## src/hdl/dram_pkg.sv

```systemverilog
`default_nettype none

package dram_pkg;

  ////////////////////////////////////////////////////////////
  // Bus widths shared by the arbiter and the memory port
  ////////////////////////////////////////////////////////////

  localparam int DATA_W = 144; // One memory word
  localparam int BE_W   = 18;  // One enable per byte of DATA_W
  localparam int ADDR_W = 32;  // Word address

  ////////////////////////////////////////////////////////////
  // Memory-port opcodes
  ////////////////////////////////////////////////////////////

  // Encoded so that the rnw flag casts directly to the opcode
  typedef enum logic {
    CMD_WRITE = 1'b0,
    CMD_READ  = 1'b1
  } cmd_op_t;

endpackage

`default_nettype wire

```

## src/hdl/arb_pkg.sv

```systemverilog
`default_nettype none

package arb_pkg;

  // One-hot so each ack is a single state bit
  typedef enum logic [2:0] {
    ARB_REQ0 = 3'b001,
    ARB_REQ1 = 3'b010,
    ARB_WAIT = 3'b100
  } arb_state_t;

  // Requester tag kept per outstanding read
  typedef enum logic {
    REQ_0 = 1'b0,
    REQ_1 = 1'b1
  } req_sel_t;

endpackage

`default_nettype wire

```

## src/hdl/read_history_fifo.sv

```systemverilog
`timescale 1ns/1ps
`default_nettype none

module read_history_fifo
  import arb_pkg::*;
#(
  parameter int DEPTH = 128
) (
  input  logic     clk,
  input  logic     rst,
  input  logic     wr_en,
  input  req_sel_t wr_data,
  input  logic     rd_en,
  output req_sel_t rd_data,
  output logic     empty,
  output logic     full
);

  localparam int PTR_W = (DEPTH > 1) ? $clog2(DEPTH) : 1;
  localparam int CNT_W = $clog2(DEPTH + 1);

  req_sel_t         tag_mem [DEPTH];
  logic [PTR_W-1:0] wr_ptr;
  logic [PTR_W-1:0] rd_ptr;
  logic [CNT_W-1:0] count;
  logic             push;
  logic             pop;

  assign push    = wr_en && !full;
  assign pop     = rd_en && !empty;
  assign empty   = (count == '0);
  assign full    = (count == CNT_W'(DEPTH));
  assign rd_data = tag_mem[rd_ptr]; // Head falls through

  always_ff @(posedge clk) begin
    if (push) begin
      tag_mem[wr_ptr] <= wr_data;
    end
  end

  always_ff @(posedge clk) begin
    if (rst) begin
      wr_ptr <= '0;
      rd_ptr <= '0;
      count  <= '0;
    end else begin
      if (push) begin
        wr_ptr <= (wr_ptr == PTR_W'(DEPTH - 1)) ? '0 : wr_ptr + 1'b1; // Wrap
      end
      if (pop) begin
        rd_ptr <= (rd_ptr == PTR_W'(DEPTH - 1)) ? '0 : rd_ptr + 1'b1;
      end
      case ({push, pop})
        2'b10:   count <= count + 1'b1;
        2'b01:   count <= count - 1'b1;
        default: count <= count; // Both or neither
      endcase
    end
  end

  a_no_overflow: assert property (@(posedge clk) disable iff (rst) wr_en |-> !full)
    else $error("read history overflow");

  a_no_underflow: assert property (@(posedge clk) disable iff (rst) rd_en |-> !empty)
    else $error("read history underflow");

endmodule

`default_nettype wire

```

## src/hdl/dram_arbiter.sv

```systemverilog
`timescale 1ns/1ps
`default_nettype none

module dram_arbiter
  import dram_pkg::*;
  import arb_pkg::*;
#(
  parameter int HIST_DEPTH = 128
) (
  input  logic              clk,
  input  logic              rst,

  output logic [ADDR_W-1:0] mem_cmd_addr,
  output logic              mem_cmd_rnw,
  output logic              mem_cmd_valid,
  output logic [DATA_W-1:0] mem_wr_data,
  output logic [BE_W-1:0]   mem_wr_be,
  input  logic [DATA_W-1:0] mem_rd_data,
  input  logic              mem_rd_valid,
  input  logic              mem_fifo_ready,

  input  logic [ADDR_W-1:0] req0_cmd_addr,
  input  logic              req0_cmd_rnw,
  input  logic              req0_cmd_valid,
  input  logic [DATA_W-1:0] req0_wr_data,
  input  logic [BE_W-1:0]   req0_wr_be,
  output logic [DATA_W-1:0] req0_rd_data,
  output logic              req0_rd_valid,
  output logic              req0_ack,

  input  logic [ADDR_W-1:0] req1_cmd_addr,
  input  logic              req1_cmd_rnw,
  input  logic              req1_cmd_valid,
  input  logic [DATA_W-1:0] req1_wr_data,
  input  logic [BE_W-1:0]   req1_wr_be,
  output logic [DATA_W-1:0] req1_rd_data,
  output logic              req1_rd_valid,
  output logic              req1_ack
);

  arb_state_t state;
  req_sel_t   last_served; // Tie breaker for ARB_WAIT
  req_sel_t   grant_sel;
  cmd_op_t    grant_op;
  logic       hist_push;
  req_sel_t   hist_head;
  logic       hist_empty;
  logic       hist_full;
  logic       first_beat;  // Next rd_valid starts a burst
  req_sel_t   burst_tag;   // Owner of the burst in flight
  req_sel_t   rd_tag;

  ////////////////////////////////////////////////////////////
  // Grant state machine
  ////////////////////////////////////////////////////////////

  always_ff @(posedge clk) begin
    if (rst) begin
      state       <= ARB_REQ0;
      last_served <= REQ_1; // First tie goes to requester 0
    end else begin
      if (req0_ack && req0_cmd_valid) begin
        last_served <= REQ_0;
      end else if (req1_ack && req1_cmd_valid) begin
        last_served <= REQ_1;
      end

      case (state)
        ARB_REQ0: begin
          if (!mem_fifo_ready || req0_cmd_valid) begin
            state <= ARB_WAIT; // One command per grant
          end else if (req1_cmd_valid) begin
            state <= ARB_REQ1;
          end
        end
        ARB_REQ1: begin
          if (!mem_fifo_ready || req1_cmd_valid) begin
            state <= ARB_WAIT;
          end else if (req0_cmd_valid) begin
            state <= ARB_REQ0;
          end
        end
        ARB_WAIT: begin
          if (mem_fifo_ready) begin
            case ({req1_cmd_valid, req0_cmd_valid})
              2'b01:   state <= ARB_REQ0;
              2'b10:   state <= ARB_REQ1;
              2'b11:   state <= (last_served == REQ_0) ? ARB_REQ1 : ARB_REQ0;
              default: state <= ARB_REQ0; // Idle
            endcase
          end
        end
        default: state <= ARB_REQ0;
      endcase
    end
  end

  assign req0_ack  = state[0]; // ARB_REQ0 bit
  assign req1_ack  = state[1]; // ARB_REQ1 bit
  assign grant_sel = req1_ack ? REQ_1 : REQ_0;

  ////////////////////////////////////////////////////////////
  // Command mux
  ////////////////////////////////////////////////////////////

  assign mem_cmd_valid = (req0_ack && req0_cmd_valid) || (req1_ack && req1_cmd_valid);
  assign mem_cmd_rnw   = (grant_sel == REQ_1) ? req1_cmd_rnw  : req0_cmd_rnw;
  assign mem_cmd_addr  = (grant_sel == REQ_1) ? req1_cmd_addr : req0_cmd_addr;
  assign mem_wr_data   = (grant_sel == REQ_1) ? req1_wr_data  : req0_wr_data;
  assign mem_wr_be     = (grant_sel == REQ_1) ? req1_wr_be    : req0_wr_be;

  assign grant_op  = cmd_op_t'(mem_cmd_rnw);
  assign hist_push = mem_cmd_valid && (grant_op == CMD_READ);

  ////////////////////////////////////////////////////////////
  // Read return steering
  ////////////////////////////////////////////////////////////

  always_ff @(posedge clk) begin
    if (rst) begin
      first_beat <= 1'b1;
    end else if (mem_rd_valid) begin
      first_beat <= !first_beat; // Bursts are always two beats
    end
  end

  always_ff @(posedge clk) begin
    if (mem_rd_valid && first_beat) begin
      burst_tag <= hist_head; // Kept for beat 1 after the pop
    end
  end

  read_history_fifo #(
    .DEPTH (HIST_DEPTH)
  ) read_history_fifo_inst (
    .clk     (clk),
    .rst     (rst),
    .wr_en   (hist_push),
    .wr_data (grant_sel),
    .rd_en   (mem_rd_valid && first_beat),
    .rd_data (hist_head),
    .empty   (hist_empty),
    .full    (hist_full)
  );

  assign rd_tag        = first_beat ? hist_head : burst_tag;
  assign req0_rd_data  = mem_rd_data;
  assign req1_rd_data  = mem_rd_data;
  assign req0_rd_valid = mem_rd_valid && (rd_tag == REQ_0);
  assign req1_rd_valid = mem_rd_valid && (rd_tag == REQ_1);

  a_ack_onehot: assert property (@(posedge clk) disable iff (rst) !(req0_ack && req1_ack))
    else $error("both requesters granted");

  a_hist_room: assert property (@(posedge clk) disable iff (rst) hist_push |-> !hist_full)
    else $error("read issued with history full");

  a_hist_owner: assert property (@(posedge clk) disable iff (rst)
    mem_rd_valid && first_beat |-> !hist_empty)
    else $error("read data with no outstanding read");

endmodule

`default_nettype wire

```

## config.mk

```make
export PLATFORM = sky130hd
export DESIGN_NAME = dram_arbiter
export DESIGN_NICKNAME = d
export VERILOG_FILES = /design/src/hdl/dram_pkg.sv /design/src/hdl/arb_pkg.sv /design/src/hdl/read_history_fifo.sv /design/src/hdl/dram_arbiter.sv
export SDC_FILE = /design/constraint.sdc
export NUM_CORES = 1
export LEC_CHECK = 0
export BUFFER_PORTS_ARGS = -buffer_cell sky130_fd_sc_hd__buf_4
export CAP_MARGIN = 20
export CORE_AREA = 2 2 403 405
export DETAILED_ROUTE_END_ITERATION = 7
export DIE_AREA = 0 0 405 407
export PLACE_DENSITY = 0.3
export SYNTH_ARGS = -nofsm -noshare
export SYNTH_HDL_FRONTEND = slang
export SYNTH_SLANG_ARGS = --single-unit
```

## constraint.sdc

```tcl
create_clock -name clk -period 5.7 [get_ports clk]
set_input_delay 0.57 -clock clk [delete_from_list [all_inputs] [get_ports clk]]
set_output_delay 0.57 -clock clk [all_outputs]
set_load 0.03 [all_outputs]
```

==> impl_metrics.csv, run 1 <==
group,metric,value,unit
floorplanning,rows,147,
setup_path,critPathBufInv,1,
yosys,synth_area,11900,um2
global_routing,grt_pass1_wl,144,mm
sta,finClkSkew,0.0145,ns
global_routing,antenna_found_initial,145,
setup_path,startpoint_type,"flip-flop",
floorplanning,initial_core_util,7.44,%
sta,drv_slew,0,
setup_path,crit_path_top_delay_cell,"dfxtp_2",
sta,fin_crit_sh,70.2,%
setup_path,crit_fanout,24,
sta,worst_pin_slew,1.01,ns
sta,hold_viol_final,0,
global_routing,grt_pass1_vias,10225,
yosys,synth-seq-cells,163,
clocking,clockRootBuffer,"clkbuf_16",
detailed_routing,dr.pass1.iters,5,
finish,nets,1946,
setup_path,criticalPathCategory,"reg -> out",
floorplanning,dieHeight,407,um
sta,relSlewSlack,32.6,%
sta,tns,0,ns
clocking,cts-hold-fix-buffers,0,
yosys,ys_seq_area_share,38.2,%
yosys,avgSynthCellArea,10.6,um2
clocking,clockBufferDepth,2,
detailed_routing,postRouteAntennaNets,0,
finish,drive_above_1_share,61.0,%
floorplanning,die_area,165000,um2
yosys,synth_edf_count,129,
clocking,cts_buffers,17,
power_and_ir_drop,cellPowerDensity,246,nW/um2
clocking,cts_resized,0,
power_and_ir_drop,leakagePower,0.00607,uW
finish,final_cell_mix,"buf_4 (598), mux2_2 (195), nor2_1 (164)",
power_and_ir_drop,ir_drop,175,uV
min_path,hold_path.class,"in -> reg",
detailed_routing,drc,0,
yosys,synth_area_leaders,"edfxtp_1 (33%), mux2_2 (18%), buf_4 (18%)",
sta,final.min_clock_period,4.00,ns
setup_path,cp.arrival,3.43,ns
detailed_routing,drtIter0Drc,677,
setup_path,endpoint_kind,"output pin",
yosys,ys.warnings.count,0,
clocking,cts_tree,"built",
setup_path,crit_required,5.13,ns
finish,utilization,10.9,%
yosys,yosysTopAreaCell,"edfxtp_1",
placed_design,hpwl,110,mm
global_routing,grt_max_degree,157,
detailed_routing,vias,10244,
run,max_cap_viol_count,0,
clocking,cts_max_level,4,
global_routing,track_usage,14.5,%
clocking,cts_setup_buffers,0,
sta,setup_viol,0,
yosys,synth.distinct_cells,57,
clocking,clk_pin_slew,0.08,ns
floorplanning,die-width,405,um
sta,rsz0062_at_grt,"false",
detailed_routing,viasPerCell,2.84,
floorplanning,ioPinCount,1028,
global_routing,grt_remaining_overflow,0,
setup_path,crit_chain,"mux4_2, mux2i_1, a32oi_1, nand3_1, nand4_2, a22o_1, buf_4",
setup_path,slowest_delay,0.88,ns
placed_design,io_buffers,595,
yosys,synth_flop_cell,"edfxtp_1",
yosys,synth-async-reset-ratio,0,%
finish,layout_commonest_cell,"buf_4",
finish,fillCellCount,18522,
run_status,outcome,"finished clean",
setup_path,crit_family,"multiplexers",
detailed_routing,wl_per_cell,34.4,um
sta,clock.fmax,250,MHz
finish,area_growth,46.1,%
yosys,syn_inst,1126,
placed_design,gp_congestion,0.936,
detailed_routing,wirelength,124,mm
clocking,cts_sinks,163,
yosys,syn_nets,1671,
floorplanning,core_area,160000,um2
yosys,synth.top_cell.area_share,32.5,%
clocking,clock_latency,0.46,ns
sequential cells by signal, indices dropped and copies added (netlist names), named ones only:
register                        count
read_history_fifo_inst.tag_mem    128
read_history_fifo_inst.count        8
read_history_fifo_inst.rd_ptr       7
read_history_fifo_inst.wr_ptr       7
state                               3
burst_tag                           1
first_beat                          1
last_served                         1
synthesized netlist by cell type, drive strengths merged (2+ instances only):
cell type,count
o21ai,5
o22ai,2
a2bb2oi,2
a211oi,4
a31oi,5
clkbuf,26
nand4,6
or3,4
and2,4
dfxtp,34
o21bai,3
nand2,36
o21a,2
xor2,14
mux2,195
and3,3
ha,5
nor2,165
a22oi,13
nand3,22
xnor2,7
edfxtp,129
nor2b,13
a21o,2
mux4,20
inv,7
buf,318
mux2i,35
and3b,3
a21oi,15
nor3,3
nor3b,2
nand2b,9
a32oi,2
tightest hold or removal path: stages:
cell and delay [ns]:
buf_4 0.10, nor2_1 0.04, o21bai_1 0.10
path summary, 6_finish.rpt:
path / from / endpoint / slack, ns / cells past startpoint
setup / recovery: flip-flop / req1_rd_valid / 1.70 / 7
setup reg to reg: state[0] / read_history_fifo_inst.count[6] / 2.07 / 14
hold / removal: mem_rd_valid / first_beat / 0.39 / 3
hold reg to reg: last_served / last_served / 0.54 / 2
through the flow:
step / instances / worst slack, ns / instance area (um2) / hold WS (ns) / power, uW
floorplan: 1126 / 0.681 / 11900 / 0.481 / 2730
global placement: 3541 / 1.87 / 16700 / 0.541 / 3110
detailed placement: 3542 / 1.92 / 16700 / 0.526 / 3100
CTS: 3574 / 1.59 / 17300 / 0.369 / 4330
global route: 3586 / 1.55 / 17400 / 0.409 / 4470
finish: 3604 / 1.70 / 17400 / 0.387 / 4280
routing by layer:
layer	GRT usage (%)	vias to the layer above	wire (um)
met1	16.9	4792	47600
li1	-	4237	-
met2	18.8	976	46400
met4	4.82	48	4820
met3	12.5	191	24700
met5	1.55	-	434
logic make-up after synthesis:
kind of cell    count (synthesis)  synth area share, %
buf+inv                       351                 20.6
simple gates                  273                 10.2
mux                           250                 25.1
flops                         163                 38.2
compound gates                 63                 3.78
xor+xnor                       21                 1.54
fa+ha+maj                       5                0.525
area by class of cell:
type	count	area (um2)	share of cell area, %
Multi-Input combinational cell	612	4910	28.2
Sequential cell	163	4560	26.2
Timing Repair Buffer	600	4540	26.0
Tap cell	2160	2700	15.5
Clock buffer	18	429	2.46
Clock inverter	14	176	1.01
Antenna cell	30	75.1	0.431
Inverter	7	26.3	0.151
where the power goes:
group          leakage, uW  switching [uW]  total, uW  internal (uW)
clock network     0.000293             532       1230            695
registers          0.00142             110       1440           1330
logic              0.00436             915       1610            698
total              0.00607            1560       4280           2720
(Power assumes the default switching activity.)
==> run 2, diff against run 1 <==
--- a/config.mk
+++ b/config.mk
@@ -7,9 +7,9 @@
 export LEC_CHECK = 0
 export BUFFER_PORTS_ARGS = -buffer_cell sky130_fd_sc_hd__buf_4
 export CAP_MARGIN = 20
-export CORE_AREA = 2 2 403 405
+export CORE_AREA = 2 2 401 403
 export DETAILED_ROUTE_END_ITERATION = 7
-export DIE_AREA = 0 0 405 407
+export DIE_AREA = 0 0 403 405
 export PLACE_DENSITY = 0.3
 export SYNTH_ARGS = -nofsm -noshare
 export SYNTH_HDL_FRONTEND = slang
==> constraint.sdc (replaced) <==
create_clock -name clk -period 3.5 [get_ports clk]
set_input_delay 0.35 -clock clk [delete_from_list [all_inputs] [get_ports clk]]
set_output_delay 0.35 -clock clk [all_outputs]
set_load 0.03 [all_outputs]
==> run 2 against run 1 <==
Hold slack lost 0.20 ns. Worst setup slack lost 1.4 ns. Power grew 65%. Cell count shrank 1.3%. Non-clock buffer count grew 14. Sequential share of layout area shrank 0.14 points. Routed wire length grew 5.9%. Sequential power grew 58%. Via count grew 5.5%. Critical path depth grew 2. Critical path type unchanged. Highest routed layer unchanged.
==> impl_metrics.csv, run 2 (same netlist as run 1, synthesis figures left out) <==
group,metric,value,unit
detailed_routing,wl_per_cell,36.9,um
setup_path,crit_fanout,16,
global_routing,grt_max_degree,165,
clocking,clockBufferDepth,2,
floorplanning,core_area,159000,um2
detailed_routing,top_layer,"met5",
sta,clock.fmax,308,MHz
finish,largest_register_ff_count,128,
detailed_routing,postRouteAntennaNets,0,
sta,setup_ws,0.258,ns
clocking,cts_sinks,163,
finish,nets,1960,
floorplanning,rows,147,
clocking,cts_setup_buffers,0,
power_and_ir_drop,leakagePower,0.00615,uW
min_path,hold_path.class,"in -> reg",
detailed_routing,wl_met3,22.9,mm
floorplanning,die_area,163000,um2
run,max_cap_viol_count,0,
placed_design,gp_congestion,1.06,
global_routing,antenna_found_initial,170,
sta,tns,0,ns
finish,area_growth,46.8,%
global_routing,track_usage,15.5,%
sta,worst_pin_slew,1.06,ns
global_routing,grt_remaining_overflow,0,
sta,setup_viol,0,
power_and_ir_drop,cellPowerDensity,403,nW/um2
sta,rsz0062_at_grt,"false",
sta,finClkSkew,0.0115,ns
detailed_routing,drtIter0Drc,972,
placed_design,dp_slack,0.383,ns
run_status,outcome,"finished clean",
finish,drive_above_1_share,61.4,%
floorplanning,dieHeight,405,um
clocking,cts_buffers,17,
detailed_routing,dr.pass1.iters,5,
sta,hold_viol_final,0,
setup_path,startpoint_type,"flip-flop",
floorplanning,die-width,403,um
detailed_routing,met1_length,50.2,mm
clocking,clock_latency,0.44,ns
detailed_routing,drc,0,
placed_design,io_buffers,595,
detailed_routing,wl_met2,50.2,mm
global_routing,grt_pass1_vias,10444,
setup_path,cp.arrival,2.89,ns
setup_path,crit_required,3.15,ns
finish,fillCellCount,18442,
floorplanning,ioPinCount,1028,
global_routing,grt_pass1_wl,153,mm
finish,layout_commonest_cell,"buf_4",
finish,top_register,"read_history_fifo_inst.tag_mem",
sta,relSlewSlack,29.4,%
floorplanning,initial_core_util,7.48,%
finish,top_regs,"read_history_fifo_inst.tag_mem: 128 flops, read_history_fifo_inst.count: 8 flops",
clocking,cts-hold-fix-buffers,0,
placed_design,hpwl,115,mm
detailed_routing,wirelength,131,mm
sta,final.min_clock_period,3.24,ns
clocking,cts_tree,"built",
setup_path,endpoint_kind,"output pin",
power_and_ir_drop,ir_drop,280,uV
finish,final_cell_mix,"buf_4 (610), mux2_2 (195), nor2_1 (164)",
setup_path,criticalPathCategory,"reg -> out",
detailed_routing,viasPerCell,3.04,
detailed_routing,vias,10809,
sta,fin_crit_sh,92.6,%
sta,drv_slew,0,
clocking,cts_max_level,4,
clocking,clockRootBuffer,"clkbuf_16",
clocking,clk_pin_slew,0.07,ns
run 2: metrics by stage:
step / area, um2 / util, % / power [uW] / std cells / hold WS [ns]
floorplan: 11900 / - / 4460 / 1126 / 0.481
global placement: 16800 / 10.5 / 5080 / 3482 / 0.543
detailed placement: 16800 / 10.5 / 5060 / 3482 / 0.535
CTS: 17400 / 10.9 / 7150 / 3514 / 0.162
global route: 17500 / 11.0 / 7380 / 3538 / 0.178
finish: 17500 / 11.0 / 7050 / 3556 / 0.188
run 2: area by class of cell:
cell class | count | area (um2) | share of cell area, %
sequential | 163 | 4560 | 26.1
clock buffer | 18 | 429 | 2.45
timing repair buffer | 614 | 4660 | 26.6
clock inverter | 14 | 201 | 1.15
antenna | 42 | 105 | 0.601
multi-input combinational | 612 | 4910 | 28.1
inverter | 7 | 26.3 | 0.150
tap | 2086 | 2610 | 14.9
run 2: where the power goes:
group          internal [uW]  leakage, uW  total, uW  switching (uW)
Clock                   1210     0.000302       2060             853
Sequential              2170      0.00142       2280             117
Combinational           1190      0.00443       2710            1520
run 2: timing repair:
item,CTS,global route
endpoints found under the hold margin,0,0
resized for setup,1,0
setup endpoints to repair,1,0
run 2: worst paths after layout:
kind	startpoint	endpoint	slack, ns	depth (start not counted)
worst max-delay path	flip-flop	req0_rd_valid	0.26	9
worst min-delay path	mem_rd_valid	first_beat	0.19	3
worst max register to register	read_history_fifo_inst.count[1]	read_history_fifo_inst.count[6]	0.40	13
worst min register to register	first_beat	first_beat	0.55	2
run 2: worst max-delay path: stages, from the launching register on:
cell      delay [ns]
dfxtp_2         0.49
buf_12          0.22
mux4_2          0.52
mux2i_1         0.21
a32oi_1         0.10
nand3_1         0.14
nand4_2         0.17
a211oi_2        0.25
buf_4           0.17
buf_4           0.16
run 2: layer usage:
metal | vias to the layer above | GRT usage [%]
li1 | 4286 | -
met1 | 5105 | 17.4
met2 | 1126 | 20.4
met3 | 258 | 12.2
met4 | 34 | 7.39
met5 | - | 3.30
==> run 3, diff against run 2 <==
==> constraint.sdc (replaced) <==
create_clock -name clk -period 2.6 [get_ports clk]
set_input_delay 0.26 -clock clk [delete_from_list [all_inputs] [get_ports clk]]
set_output_delay 0.26 -clock clk [all_outputs]
set_load 0.03 [all_outputs]
==> run 3 against run 2 <==
The run now ends with setup timing left. Clock skew increased by 0.0070 ns. Flip-flop and latch count unchanged. Cell count increased by 2.4%. Sequential power increased by 32%. Power increased by 41%. Largest power group unchanged. Highest routed layer unchanged.
==> impl_metrics.csv, run 3 (same netlist as run 1, synthesis figures left out) <==
group,metric,value,unit
power_and_ir_drop,ir_drop,334,uV
floorplanning,dieHeight,405,um
placed_design,gp_congestion,1.03,
sta,setup_ws,-0.392,ns
global_routing,grt_pass1_vias,10708,
setup_path,cp.arrival,2.73,ns
detailed_routing,drtIter0Drc,1205,
sta,worst_pin_slew,0.739,ns
power_and_ir_drop,cellPowerDensity,543,nW/um2
global_routing,grt_busiest_layer,"met2",
placed_design,placed_area,17200,um2
clocking,cts_sinks,163,
placed_design,hpwl,118,mm
global_routing,use_met1,17.0,%
sta,relSlewSlack,50.6,%
clocking,cts_max_level,4,
floorplanning,die-width,403,um
setup_path,crit_required,2.34,ns
power_and_ir_drop,internal_power,6390,uW
finish,top_register,"read_history_fifo_inst.tag_mem",
clocking,cts_tree,"built",
run_status,outcome,"finished with violations",
finish,drive_above_1_share,65.1,%
floorplanning,die_area,163000,um2
finish,final_cell_mix,"buf_4 (657), mux2_2 (195), nor2_1 (162)",
global_routing,track_usage,15.8,%
detailed_routing,viasPerCell,3.01,
detailed_routing,postRouteAntennaNets,0,
placed_design,io_buffers,595,
setup_path,endpoint_kind,"output pin",
clocking,clockRootBuffer,"clkbuf_16",
min_path,hold_path.class,"in -> reg",
run,max_cap_viol_count,0,
sta,hold_viol_final,0,
finish,utilization,11.5,%
floorplanning,rows,147,
finish,fin_area,18300,um2
sta,rsz0062_at_grt,"true",
detailed_routing,vias,10956,
finish,area_growth,53.5,%
clocking,cts_buffers,17,
finish,layout_commonest_cell,"buf_4",
sta,clock.fmax,334,MHz
run_status,violations,"setup timing",
clocking,cts-hold-fix-buffers,0,
power_and_ir_drop,clockPowerShare,25.1,%
detailed_routing,wirelength,133,mm
global_routing,grt_pass1_wl,155,mm
clocking,clock_latency,0.45,ns
global_routing,use_met3,11.9,%
sta,setup_viol,2,
clocking,clockBufferDepth,2,
power_and_ir_drop,leakagePower,0.00650,uW
setup_path,startpoint_type,"flip-flop",
power_and_ir_drop,p_sw,3540,uW
detailed_routing,drc,0,
power_and_ir_drop,swShare,35.6,%
global_routing,grt_max_degree,82,
global_routing,grt_remaining_overflow,0,
sta,fin_crit_sh,115,%
sta,finClkSkew,0.0185,ns
floorplanning,core_area,159000,um2
power_and_ir_drop,pwr-share-comb,44.7,%
floorplanning,ioPinCount,1028,
setup_path,crit_fanout,6,
finish,largest_register_ff_count,128,
sta,final.min_clock_period,2.99,ns
finish,top_regs,"read_history_fifo_inst.tag_mem: 128 flops, read_history_fifo_inst.count: 8 flops",
power_and_ir_drop,fin_total_pwr,9930,uW
global_routing,antenna_found_initial,188,
detailed_routing,dr.pass1.iters,5,
setup_path,criticalPathCategory,"reg -> out",
clocking,clk_pin_slew,0.07,ns
finish,nets,2022,
finish,finalNonFillerCells,3643,
floorplanning,initial_core_util,7.48,%
placed_design,dp.cells,3533,
detailed_routing,wl_per_cell,36.6,um
global_routing,met2_usage,21.6,%
sta,drv_slew,0,
power_and_ir_drop,seq_power_share,30.2,%
run 3: cell types whose count changed in the layout (fill, tap and decap cells not counted), sizes merged:
cell and delta:
clkbuf +2, bufbuf +2, inv +2, clkinv -1, buf +60, diode +25
bufinv -3
run 3: critical path, cell delays in order, from the launching register on:
cell and delay (ns):
dfxtp_2 0.35, buf_6 0.14, bufbuf_16 0.25, and2_1 0.26
a22oi_1 0.14, a21oi_1 0.22, nor3_1 0.09, nand3_2 0.11
nand4_4 0.15, a211oi_2 0.23, buf_4 0.18, buf_6 0.13
run 3: metrics by stage:
stage,setup WS [ns],hold WS (ns),TNS (ns)
6_report,-0.392,0.0899,-0.780
5_1_grt,-0.558,0.114,-1.47
4_1_cts,-0.451,0.0792,-0.939
3_5_place_dp,-0.125,0.520,-0.374
3_3_place_gp,-0.108,0.520,-0.365
2_1_floorplan,-0.829,0.406,-2.65
run 3: layout make-up:
type                            count  area, um2
Clock inverter                     12        119
Clock buffer                       20        437
Timing Repair Buffer              676       5290
Multi-Input combinational cell    612       5080
Antenna cell                       67        168
Inverter                            7       26.3
Tap cell                         2086       2610
Fill cell                       18356     141000
Sequential cell                   163       4560
run 3: worst paths after layout:
path,start,endpoint,slack (ns),cells past startpoint
hold / removal,mem_rd_valid,first_beat,0.09,3
hold reg to reg,last_served,last_served,0.55,2
setup / recovery,flip-flop,req0_rd_valid,-0.39,11
setup reg to reg,read_history_fifo_inst.count[0],read_history_fifo_inst.count[6],0,13
run 3: timing repair:
item	in CTS	in global routing
resized for setup	28	20
gates cloned	2	0
pin swaps	15	16
setup endpoints to repair	18	8
setup buffers	3	6
run 3: layer usage:
layer,vias up,wire length (um)
li1,4445,-
met1,5070,45600
met2,1099,54000
met3,299,24700
met4,43,8390
met5,-,714
run 3: power by group through the flow:
stage / registers (uW) / logic [uW] / clock network (uW)
finish: 3000 / 4440 / 2490
floorplan: 3070 / 2950 / 0
detailed placement: 3040 / 4140 / 0
global route: 3010 / 4730 / 2690
global placement: 3050 / 4170 / 0
CTS: 3000 / 4350 / 2590
